===== config.mk =====
export PLATFORM = sky130hd
export DESIGN_NAME = pipeline_cpu
export DESIGN_NICKNAME = d
export VERILOG_FILES = /design/src/hdl/cpu_pkg.sv /design/src/hdl/reg_file.sv /design/src/hdl/fetch_stage.sv /design/src/hdl/decode_stage.sv /design/src/hdl/hazard_unit.sv /design/src/hdl/execute_stage.sv /design/src/hdl/memory_stage.sv /design/src/hdl/pipeline_cpu.sv
export VERILOG_INCLUDE_DIRS = /design/src /design/src/hdl
export SDC_FILE = /design/constraint.sdc
export NUM_CORES = 2
export LEC_CHECK = 0
export BUFFER_PORTS_ARGS = -buffer_cell sky130_fd_sc_hd__buf_2
export CAP_MARGIN = 0
export CORE_UTILIZATION = 50
export CTS_CLUSTER_DIAMETER = 60
export DETAILED_ROUTE_END_ITERATION = 6
export PLACE_DENSITY = 0.71
export RECOVER_POWER = 50
export SETUP_SLACK_MARGIN = 0.15
export SLEW_MARGIN = 20
export SYNTH_ARGS = -nofsm -noshare
export SYNTH_HDL_FRONTEND = slang
export SYNTH_SLANG_ARGS = --single-unit

===== constraint.sdc =====
create_clock -name clock -period 7.05 [get_ports clock]
set_input_delay 1.0575 -clock clock [delete_from_list [all_inputs] [get_ports clock]]
set_output_delay 1.0575 -clock clock [all_outputs]
set_load 0.01 [all_outputs]

===== src/hdl/cpu_defines.svh =====
////////////////////
// CPU constants
// Widths, opcodes, ALU function codes and forwarding selects for the
// five-stage integer pipeline
////////////////////
`ifndef CPU_DEFINES_SVH
`define CPU_DEFINES_SVH

`define CPU_XLEN        32
`define CPU_REG_ADDR_W  5
`define CPU_IMM_W       17

// Opcodes in bits 31..27
`define CPU_OP_RTYPE    5'd0
`define CPU_OP_J        5'd1
`define CPU_OP_BNE      5'd2
`define CPU_OP_JAL      5'd3
`define CPU_OP_ADDI     5'd5
`define CPU_OP_BLT      5'd6
`define CPU_OP_SW       5'd7
`define CPU_OP_LW       5'd8

// R-type function in bits 6..2
`define CPU_ALU_ADD     5'd0
`define CPU_ALU_SUB     5'd1
`define CPU_ALU_AND     5'd2
`define CPU_ALU_OR      5'd3
`define CPU_ALU_SLL     5'd4
`define CPU_ALU_SRA     5'd5

`define CPU_LINK_REG    5'd31

// Execute operand source
`define CPU_FWD_NONE    2'd0
`define CPU_FWD_MEM     2'd1
`define CPU_FWD_WB      2'd2

`endif


===== src/hdl/cpu_pkg.sv =====
////////////////////
// CPU package
// Word and field types, pipeline register layouts and field decoders
////////////////////
`include "cpu_defines.svh"

package cpu_pkg;

    typedef logic [`CPU_XLEN-1:0]       word_t;
    typedef logic [`CPU_REG_ADDR_W-1:0] reg_addr_t;
    typedef logic [4:0]                 opcode_t;
    typedef logic [4:0]                 alu_op_t;

    // All-zero value of every stage register is a bubble
    typedef struct packed {
        word_t pc;
        word_t instr;
    } fd_reg_t;

    typedef struct packed {
        word_t pc;
        word_t instr;
        word_t a_val;
        word_t b_val;
    } dx_reg_t;

    typedef struct packed {
        opcode_t   op;
        reg_addr_t rd;
        reg_addr_t rs;
        word_t     result;
        word_t     store_val;
        logic      wr_en;
        logic      is_load;
    } xm_reg_t;

    typedef struct packed {
        logic      wr_en;
        reg_addr_t rd;
        word_t     result;
    } mw_reg_t;

    function automatic opcode_t op_of(word_t instr);
        return instr[31:27];
    endfunction

    function automatic reg_addr_t rd_of(word_t instr);
        return instr[26:22];
    endfunction

    function automatic reg_addr_t rs_of(word_t instr);
        return instr[21:17];
    endfunction

    function automatic reg_addr_t rt_of(word_t instr);
        return instr[16:12];
    endfunction

    // Port B carries rt for R-type, rd for everything else
    function automatic reg_addr_t port_b_of(word_t instr);
        return (op_of(instr) == `CPU_OP_RTYPE) ? rt_of(instr) : rd_of(instr);
    endfunction

endpackage


===== src/hdl/reg_file.sv =====
////////////////////
// Register file
// 32 x 32-bit, two read ports, one write port, r0 fixed at zero,
// reads bypass the value being written this cycle
////////////////////
module reg_file
    import cpu_pkg::*;
(
    input  logic      clock,
    input  logic      reset,
    input  reg_addr_t rd_addr_a,
    input  reg_addr_t rd_addr_b,
    output word_t     rd_data_a,
    output word_t     rd_data_b,
    input  mw_reg_t   wb
);

    word_t regs [1:31];
    logic  wr_live;
    logic  hit_a;
    logic  hit_b;

    assign wr_live = wb.wr_en && (wb.rd != '0);

    always_ff @(posedge clock) begin
        if (reset) begin
            for (int i = 1; i < 32; i++) begin
                regs[i] <= '0;
            end
        end else if (wr_live) begin
            regs[wb.rd] <= wb.result;
        end
    end

    // Write-through so decode sees the retiring value
    assign hit_a = wr_live && (wb.rd == rd_addr_a);
    assign hit_b = wr_live && (wb.rd == rd_addr_b);

    assign rd_data_a = (rd_addr_a == '0) ? '0 : hit_a ? wb.result : regs[rd_addr_a];
    assign rd_data_b = (rd_addr_b == '0) ? '0 : hit_b ? wb.result : regs[rd_addr_b];

endmodule


===== src/hdl/fetch_stage.sv =====
////////////////////
// Fetch stage
// Program counter, next-PC choice and the fetch/decode register
////////////////////
module fetch_stage
    import cpu_pkg::*;
(
    input  logic    clock,
    input  logic    reset,
    input  logic    stall,
    input  logic    redirect,
    input  word_t   redirect_pc,
    output word_t   address_imem,
    input  word_t   q_imem,
    output fd_reg_t fd
);

    word_t pc;
    word_t pc_next;

    // Redirect wins over stall
    always_comb begin
        if (redirect) begin
            pc_next = redirect_pc;
        end else if (stall) begin
            pc_next = pc;
        end else begin
            pc_next = pc + 1'b1;
        end
    end

    always_ff @(posedge clock) begin
        if (reset) begin
            pc <= '0;
        end else begin
            pc <= pc_next;
        end
    end

    assign address_imem = pc;

    always_ff @(posedge clock) begin
        if (reset || redirect) begin
            fd <= '0;
        end else if (!stall) begin
            fd.pc    <= pc;
            fd.instr <= q_imem;
        end
    end

endmodule


===== src/hdl/decode_stage.sv =====
////////////////////
// Decode stage
// Register read addressing and the decode/execute register
////////////////////
`include "cpu_defines.svh"

module decode_stage
    import cpu_pkg::*;
(
    input  logic      clock,
    input  logic      reset,
    input  logic      stall,
    input  logic      redirect,
    input  fd_reg_t   fd,
    output reg_addr_t rd_addr_a,
    output reg_addr_t rd_addr_b,
    input  word_t     rd_data_a,
    input  word_t     rd_data_b,
    output dx_reg_t   dx
);

    logic    insert_bubble;
    dx_reg_t dx_next;

    // Port A is always rs; stores and branches read rd on port B
    assign rd_addr_a = rs_of(fd.instr);
    assign rd_addr_b = port_b_of(fd.instr);

    assign insert_bubble = stall || redirect;

    always_comb begin
        dx_next.pc    = fd.pc;
        dx_next.instr = fd.instr;
        dx_next.a_val = rd_data_a;
        dx_next.b_val = rd_data_b;
    end

    always_ff @(posedge clock) begin
        if (reset || insert_bubble) begin
            dx <= '0;
        end else begin
            dx <= dx_next;
        end
    end

endmodule


===== src/hdl/hazard_unit.sv =====
////////////////////
// Hazard unit
// Operand forwarding selects for execute and load-use stall detection
////////////////////
`include "cpu_defines.svh"

module hazard_unit
    import cpu_pkg::*;
(
    input  fd_reg_t    fd,
    input  dx_reg_t    dx,
    input  xm_reg_t    xm,
    input  mw_reg_t    mw,
    output logic [1:0] fwd_a,
    output logic [1:0] fwd_b,
    output logic       stall
);

    opcode_t   dec_op;
    reg_addr_t load_rd;
    logic      load_in_ex;
    logic      dec_uses_rs;
    logic      dec_uses_rt;
    logic      dec_uses_rd;

    // Nearest producer wins
    function automatic logic [1:0] fwd_sel(reg_addr_t src, xm_reg_t m, mw_reg_t w);
        if (m.wr_en && (m.rd != '0) && (m.rd == src)) begin
            return `CPU_FWD_MEM;
        end else if (w.wr_en && (w.rd != '0) && (w.rd == src)) begin
            return `CPU_FWD_WB;
        end
        return `CPU_FWD_NONE;
    endfunction

    assign fwd_a = fwd_sel(rs_of(dx.instr), xm, mw);
    assign fwd_b = fwd_sel(port_b_of(dx.instr), xm, mw);

    // Which registers the instruction in decode really reads
    assign dec_op      = op_of(fd.instr);
    assign dec_uses_rt = (dec_op == `CPU_OP_RTYPE);
    assign dec_uses_rd = (dec_op == `CPU_OP_SW) || (dec_op == `CPU_OP_BNE)
                      || (dec_op == `CPU_OP_BLT);
    assign dec_uses_rs = dec_uses_rt || dec_uses_rd
                      || (dec_op == `CPU_OP_ADDI) || (dec_op == `CPU_OP_LW);

    assign load_rd    = rd_of(dx.instr);
    assign load_in_ex = (op_of(dx.instr) == `CPU_OP_LW) && (load_rd != '0);

    // Load data is not ready until writeback, so hold decode one cycle
    assign stall = load_in_ex && (
                       (dec_uses_rs && (rs_of(fd.instr) == load_rd))
                    || (dec_uses_rt && (rt_of(fd.instr) == load_rd))
                    || (dec_uses_rd && (rd_of(fd.instr) == load_rd)));

endmodule


===== src/hdl/execute_stage.sv =====
////////////////////
// Execute stage
// Forwarding muxes, ALU, branch and jump resolution, jal link write
// and the execute/memory register
////////////////////
`include "cpu_defines.svh"

module execute_stage
    import cpu_pkg::*;
(
    input  logic       clock,
    input  logic       reset,
    input  dx_reg_t    dx,
    input  logic [1:0] fwd_a,
    input  logic [1:0] fwd_b,
    input  word_t      fwd_mem,
    input  word_t      fwd_wb,
    output logic       redirect,
    output word_t      redirect_pc,
    output xm_reg_t    xm
);

    opcode_t    op;
    reg_addr_t  rd;
    logic [4:0] shamt;
    word_t      imm_ext;
    word_t      pc_plus1;
    word_t      op_a;
    word_t      op_b;
    alu_op_t    alu_op;
    word_t      alu_b;
    word_t      alu_y;
    logic       is_rtype;
    logic       is_jal;
    logic       is_jump;
    logic       is_load;
    logic       branch_taken;
    logic       writes_rd;
    xm_reg_t    xm_next;

    assign op       = op_of(dx.instr);
    assign rd       = rd_of(dx.instr);
    assign shamt    = dx.instr[11:7];
    assign imm_ext  = {{(`CPU_XLEN-`CPU_IMM_W){dx.instr[`CPU_IMM_W-1]}},
                       dx.instr[`CPU_IMM_W-1:0]};
    assign pc_plus1 = dx.pc + 1'b1;

    assign is_rtype = (op == `CPU_OP_RTYPE);
    assign is_jal   = (op == `CPU_OP_JAL);
    assign is_jump  = is_jal || (op == `CPU_OP_J);
    assign is_load  = (op == `CPU_OP_LW);

    // Bypass from the memory or writeback stage
    always_comb begin
        case (fwd_a)
            `CPU_FWD_MEM: op_a = fwd_mem;
            `CPU_FWD_WB:  op_a = fwd_wb;
            default:      op_a = dx.a_val;
        endcase
        case (fwd_b)
            `CPU_FWD_MEM: op_b = fwd_mem;
            `CPU_FWD_WB:  op_b = fwd_wb;
            default:      op_b = dx.b_val;
        endcase
    end

    // addi, lw and sw all compute rs + imm
    assign alu_op = is_rtype ? dx.instr[6:2] : `CPU_ALU_ADD;
    assign alu_b  = is_rtype ? op_b : imm_ext;

    always_comb begin
        case (alu_op)
            `CPU_ALU_SUB: alu_y = op_a - alu_b;
            `CPU_ALU_AND: alu_y = op_a & alu_b;
            `CPU_ALU_OR:  alu_y = op_a | alu_b;
            `CPU_ALU_SLL: alu_y = op_a << shamt;
            `CPU_ALU_SRA: alu_y = $signed(op_a) >>> shamt;
            default:      alu_y = op_a + alu_b;
        endcase
    end

    // Branches compare rd (port B) against rs (port A)
    always_comb begin
        case (op)
            `CPU_OP_BNE: branch_taken = (op_b != op_a);
            `CPU_OP_BLT: branch_taken = ($signed(op_b) < $signed(op_a));
            default:     branch_taken = 1'b0;
        endcase
    end

    assign redirect    = branch_taken || is_jump;
    assign redirect_pc = is_jump ? {{(`CPU_XLEN-27){1'b0}}, dx.instr[26:0]}
                                 : pc_plus1 + imm_ext;

    assign writes_rd = (is_rtype || is_load || (op == `CPU_OP_ADDI)) && (rd != '0);

    always_comb begin
        xm_next.op        = op;
        xm_next.rd        = is_jal ? `CPU_LINK_REG : rd;
        xm_next.rs        = rs_of(dx.instr);
        xm_next.result    = is_jal ? pc_plus1 : alu_y;
        xm_next.store_val = op_b;
        xm_next.wr_en     = writes_rd || is_jal;
        xm_next.is_load   = is_load;
    end

    always_ff @(posedge clock) begin
        if (reset) begin
            xm <= '0;
        end else begin
            xm <= xm_next;
        end
    end

endmodule


===== src/hdl/memory_stage.sv =====
////////////////////
// Memory stage
// Data memory access, store data bypass and the memory/writeback register
////////////////////
`include "cpu_defines.svh"

module memory_stage
    import cpu_pkg::*;
(
    input  logic    clock,
    input  logic    reset,
    input  xm_reg_t xm,
    input  word_t   wb_result,
    output word_t   address_dmem,
    output word_t   data,
    output logic    wren,
    input  word_t   q_dmem,
    output mw_reg_t mw
);

    logic is_store;
    logic store_fwd;

    assign is_store     = (xm.op == `CPU_OP_SW);
    assign address_dmem = xm.result;
    assign wren         = is_store;

    // Store source register being written back right now
    assign store_fwd = is_store && mw.wr_en && (mw.rd != '0) && (mw.rd == xm.rd);
    assign data      = store_fwd ? wb_result : xm.store_val;

    always_ff @(posedge clock) begin
        if (reset) begin
            mw <= '0;
        end else begin
            mw.wr_en  <= xm.wr_en;
            mw.rd     <= xm.rd;
            mw.result <= xm.is_load ? q_dmem : xm.result;
        end
    end

endmodule


===== src/hdl/pipeline_cpu.sv =====
////////////////////
// Pipelined CPU top
// Five-stage integer core with forwarding, load-use stall and
// branch flush; memories sit outside
////////////////////
module pipeline_cpu
    import cpu_pkg::*;
(
    input  logic  clock,
    input  logic  reset,
    output word_t address_imem,
    input  word_t q_imem,
    output word_t address_dmem,
    output word_t data,
    output logic  wren,
    input  word_t q_dmem
);

    fd_reg_t    fd;
    dx_reg_t    dx;
    xm_reg_t    xm;
    mw_reg_t    mw;
    logic       stall;
    logic       redirect;
    word_t      redirect_pc;
    logic [1:0] fwd_a;
    logic [1:0] fwd_b;
    reg_addr_t  rd_addr_a;
    reg_addr_t  rd_addr_b;
    word_t      rd_data_a;
    word_t      rd_data_b;

    fetch_stage u_fetch (
        .clock        (clock),
        .reset        (reset),
        .stall        (stall),
        .redirect     (redirect),
        .redirect_pc  (redirect_pc),
        .address_imem (address_imem),
        .q_imem       (q_imem),
        .fd           (fd)
    );

    decode_stage u_decode (
        .clock     (clock),
        .reset     (reset),
        .stall     (stall),
        .redirect  (redirect),
        .fd        (fd),
        .rd_addr_a (rd_addr_a),
        .rd_addr_b (rd_addr_b),
        .rd_data_a (rd_data_a),
        .rd_data_b (rd_data_b),
        .dx        (dx)
    );

    reg_file u_reg_file (
        .clock     (clock),
        .reset     (reset),
        .rd_addr_a (rd_addr_a),
        .rd_addr_b (rd_addr_b),
        .rd_data_a (rd_data_a),
        .rd_data_b (rd_data_b),
        .wb        (mw)
    );

    hazard_unit u_hazard (
        .fd    (fd),
        .dx    (dx),
        .xm    (xm),
        .mw    (mw),
        .fwd_a (fwd_a),
        .fwd_b (fwd_b),
        .stall (stall)
    );

    execute_stage u_execute (
        .clock       (clock),
        .reset       (reset),
        .dx          (dx),
        .fwd_a       (fwd_a),
        .fwd_b       (fwd_b),
        .fwd_mem     (xm.result),
        .fwd_wb      (mw.result),
        .redirect    (redirect),
        .redirect_pc (redirect_pc),
        .xm          (xm)
    );

    memory_stage u_memory (
        .clock        (clock),
        .reset        (reset),
        .xm           (xm),
        .wb_result    (mw.result),
        .address_dmem (address_dmem),
        .data         (data),
        .wren         (wren),
        .q_dmem       (q_dmem),
        .mw           (mw)
    );

endmodule


==> flow_summary.ini <==
[yosys]
synth_edf_count = 1024
async_reset_ff_share_pct = 0
ys_types = 89
synth_area_sq_um = 80000
synthCells = 7828
avgSynthCellArea_sq_um = 10.2
yosysSeqAreaShare_pct = 46.9
synth_flop_cell = edfxtp_1
synth_warnings = 0
ys_ff_latch = 1362
yosysTopAreaCell = edfxtp_1
ys_top_cells_by_area = edfxtp_1 38%, mux4_2 9.4%, dfxtp_1 8.5%, and2_1 7.9%, nand2_1 5.8%
synth_top_area_share_pct = 38.5

[drt]
drc = 2
wire_per_inst_microns = 29.6
dr.pass1.iters = 7
antenna_left = 0
vias = 65000
first_iter_violations = 8600
viasPerCell = 6.57
wl_microns = 292000

[sta]
fin_tns_setup_ps = 0
holdWs_ps = 454
fin_crit_ps = 6960
worst_slack_ps = 92.4
setup_viol = 0
rsz0062_at_grt = no
relSlewSlack_pct = -104
finClkSkew_ps = 64.8
fin_crit_sh_pct = 98.7
slew_viol_final = 1770
fmax_mhz = 144
hold_viol_final = 0
tightestPinTransition_ps = 3050

[cts]
insertion_delay_ps = 830
hold_buffers = 0
htreeDepth = 4
cts_sinks = 1362
clkTransAtPathRegs_ps = 60
cts-root-buf = clkbuf_16
cts-buffers-inserted = 156
cts_tree = done
clk_path_buf_depth = 3

[die]
core_sq_um = 159000
initial_core_util_pct = 50.4
boundaryPins = 163
fp.dieH_microns = 402
die_area_sq_um = 162000
die_x_microns = 402
rows = 146

[critical_path]
reg2reg_slack_ps = 330
crit_type = primary input to register
reg2reg_from = u_decode.dx[95]
cp.required_ps = 7550
r2r_end = u_decode.dx[15]
path_max_fanout = 56
worst_setup_path_endpoint = u_reg_file.regs[27][3]
end_kind = register
critPathArrivalTime_ps = 7460
r2r_cells = 23
critPathLaunchType = primary input
cp-startpoint = reset

[finish]
finalNetCount = 7851
area_growth_pct = 9.87
drive_above_1_share_pct = 13.5
fillers = 13400
fin_util_pct = 55.4
final_cells = 9889

[placed_design]
io_buffer_count = 162
hpwl_microns = 186000
place_congestion = 1.05
place_ws_ps = 250
dpl.cell_count = 9595

[power]
p_leak_nw = 31.8
ir_worst_vdd_mv = 0.277
powerDensity_nw_per_um2 = 263

[grt]
grt_max_degree = 128
grt_pass1_wl_microns = 419000
grt_pass1_vias = 62300
grt_antenna_before_repair = 9
grtUsageTotal_pct = 35.3
grt-ovfl-total = 0

[worst_hold_path]
hp-class = register to register

[job]
cap_viol_max_count = 49

[status]
outcome = complete, but fails checks
violations = design-rule violations, max-capacitance violations, max-slew violations
power breakdown:
part	internal (mW)	leakage (nW)	total (mW)	switching, mW
registers	9.06	13.3	9.57	0.514
logic	1.87	16.0	5.51	3.64
clock network	4.43	2.44	7.99	3.56
synthesized netlist by cell type, types with 113 or more instances:
cell type	count
o21ai_0	174
mux2i_1	305
nand3_1	337
a21oi_1	226
mux4_2	333
nand2_1	1233
and2_1	1008
a31oi_1	116
a311oi_1	203
edfxtp_1	1024
and3_1	150
a211oi_1	123
dfxtp_1	338
clkbuf_1	646
nor3_1	155
xnor2_1	113
nor2_1	431
what timing repair did:
| item | 4_1_cts | 5_1_grt |
|---|---|---|
| resized for setup | 0 | 10 |
| setup buffers | 0 | 2 |
| endpoints found under the setup margin | 0 | 146 |
stage by stage:
stage	total power, mW	cell area (sq um)
after floorplan	13.0	80100
final	23.1	87900
after detailed placement	15.1	83100
after global routing	23.7	87900
after CTS	22.9	88100
after global placement	15.0	83100
kinds of logic (layout without fill, tap and decap cells):
group	after synthesis	count (layout)	synth area share, %
XOR/XNOR	180	180	1.97
AO/OA/AOI/OAI	1094	1094	9.33
adder cells (fa/ha/maj)	130	130	1.97
flip-flops	1362	1362	46.9
buffers and inverters	858	812	4.25
other	1	36	0.00469
multiplexers	685	685	13.9
AND/OR/NAND/NOR	3518	3518	21.7
worst min path at each step:
stage	from	endpoint	slack, ps	cells past startpoint
final	u_fetch.fd[60]	u_decode.dx[124]	450	1
after floorplan	u_memory.mw[22]	u_reg_file.regs[0][22]	400	0
after global placement	u_fetch.fd[44]	u_decode.dx[108]	440	1
after global routing	q_imem[16]	u_fetch.fd[16]	460	3
after detailed placement	u_fetch.fd[6]	u_decode.dx[70]	440	1
after CTS	q_imem[16]	u_fetch.fd[16]	440	3
critical path: stages:
cell and delay [ps]:
clkbuf_1 1050, nor2_1 730, nand3_1 790, nor2_4 290, clkbuf_1 1940, or2_2 1120
buf_4 400
layer usage:
layer  wire length (microns)  GRT usage [%]  up-vias  part of all wire [%]
met1                  101000           42.7    31400                    35
met4                   21200           22.8        8                   7.3
met5                      79              0        -                 0.027
met2                  135000           56.3     4561                    46
li1                        -              -    27900                     -
met3                   34400           8.51     1044                    12
cell usage in the layout (no fill, tap or decap), types with 23 or more instances in the layout:
cell type  synthesis  layout
nand2_1         1233    1233
edfxtp_1        1024    1024
and2_1          1008     700
nor2_1           431     398
nand3_1          337     336
mux4_2           333     333
dfxtp_1          338     329
and2_0             0     308
mux2i_1          305     300
a21oi_1          226     226
a311oi_1         203     203
buf_4             34     198
o21ai_0          174     173
clkbuf_16          0     157
clkbuf_1         646     155
nor3_1           155     152
and3_1           150     150
a211oi_1         123     123
a31oi_1          116     116
xnor2_1          113     113
ha_1             100     100
buf_2             20      96
inv_1             81      80
xor2_1            67      66
nor2b_1           47      47
mux2_2            46      44
a21o_1            40      40
or2_2             38      32
conb_1             1      32
maj3_1            28      28
nand4_1           26      26
clkinv_2           0      24
clkinv_1           2      23
registers in the layout, summed over array words and instances, names as in the netlist:
name                  count
u_reg_file.regs        1024
u_decode.dx             128
u_execute.xm             76
u_fetch.fd               64
u_memory.mw              38
u_fetch.address_imem     32
cell type report:
| class | count | area (sq um) | area share [%] |
|---|---|---|---|
| Sequential cell | 1362 | 37500 | 42.7 |
| Inverter | 83 | 312 | 0.355 |
| Tap cell | 2072 | 2590 | 2.95 |
| Antenna cell | 4 | 10.0 | 0.0114 |
| Multi-Input combinational cell | 5639 | 39500 | 45.0 |
| Clock inverter | 83 | 835 | 0.950 |
| Clock buffer | 205 | 4200 | 4.78 |
| Timing Repair Buffer | 441 | 2830 | 3.22 |
Power figures use the tool's default switching activity.
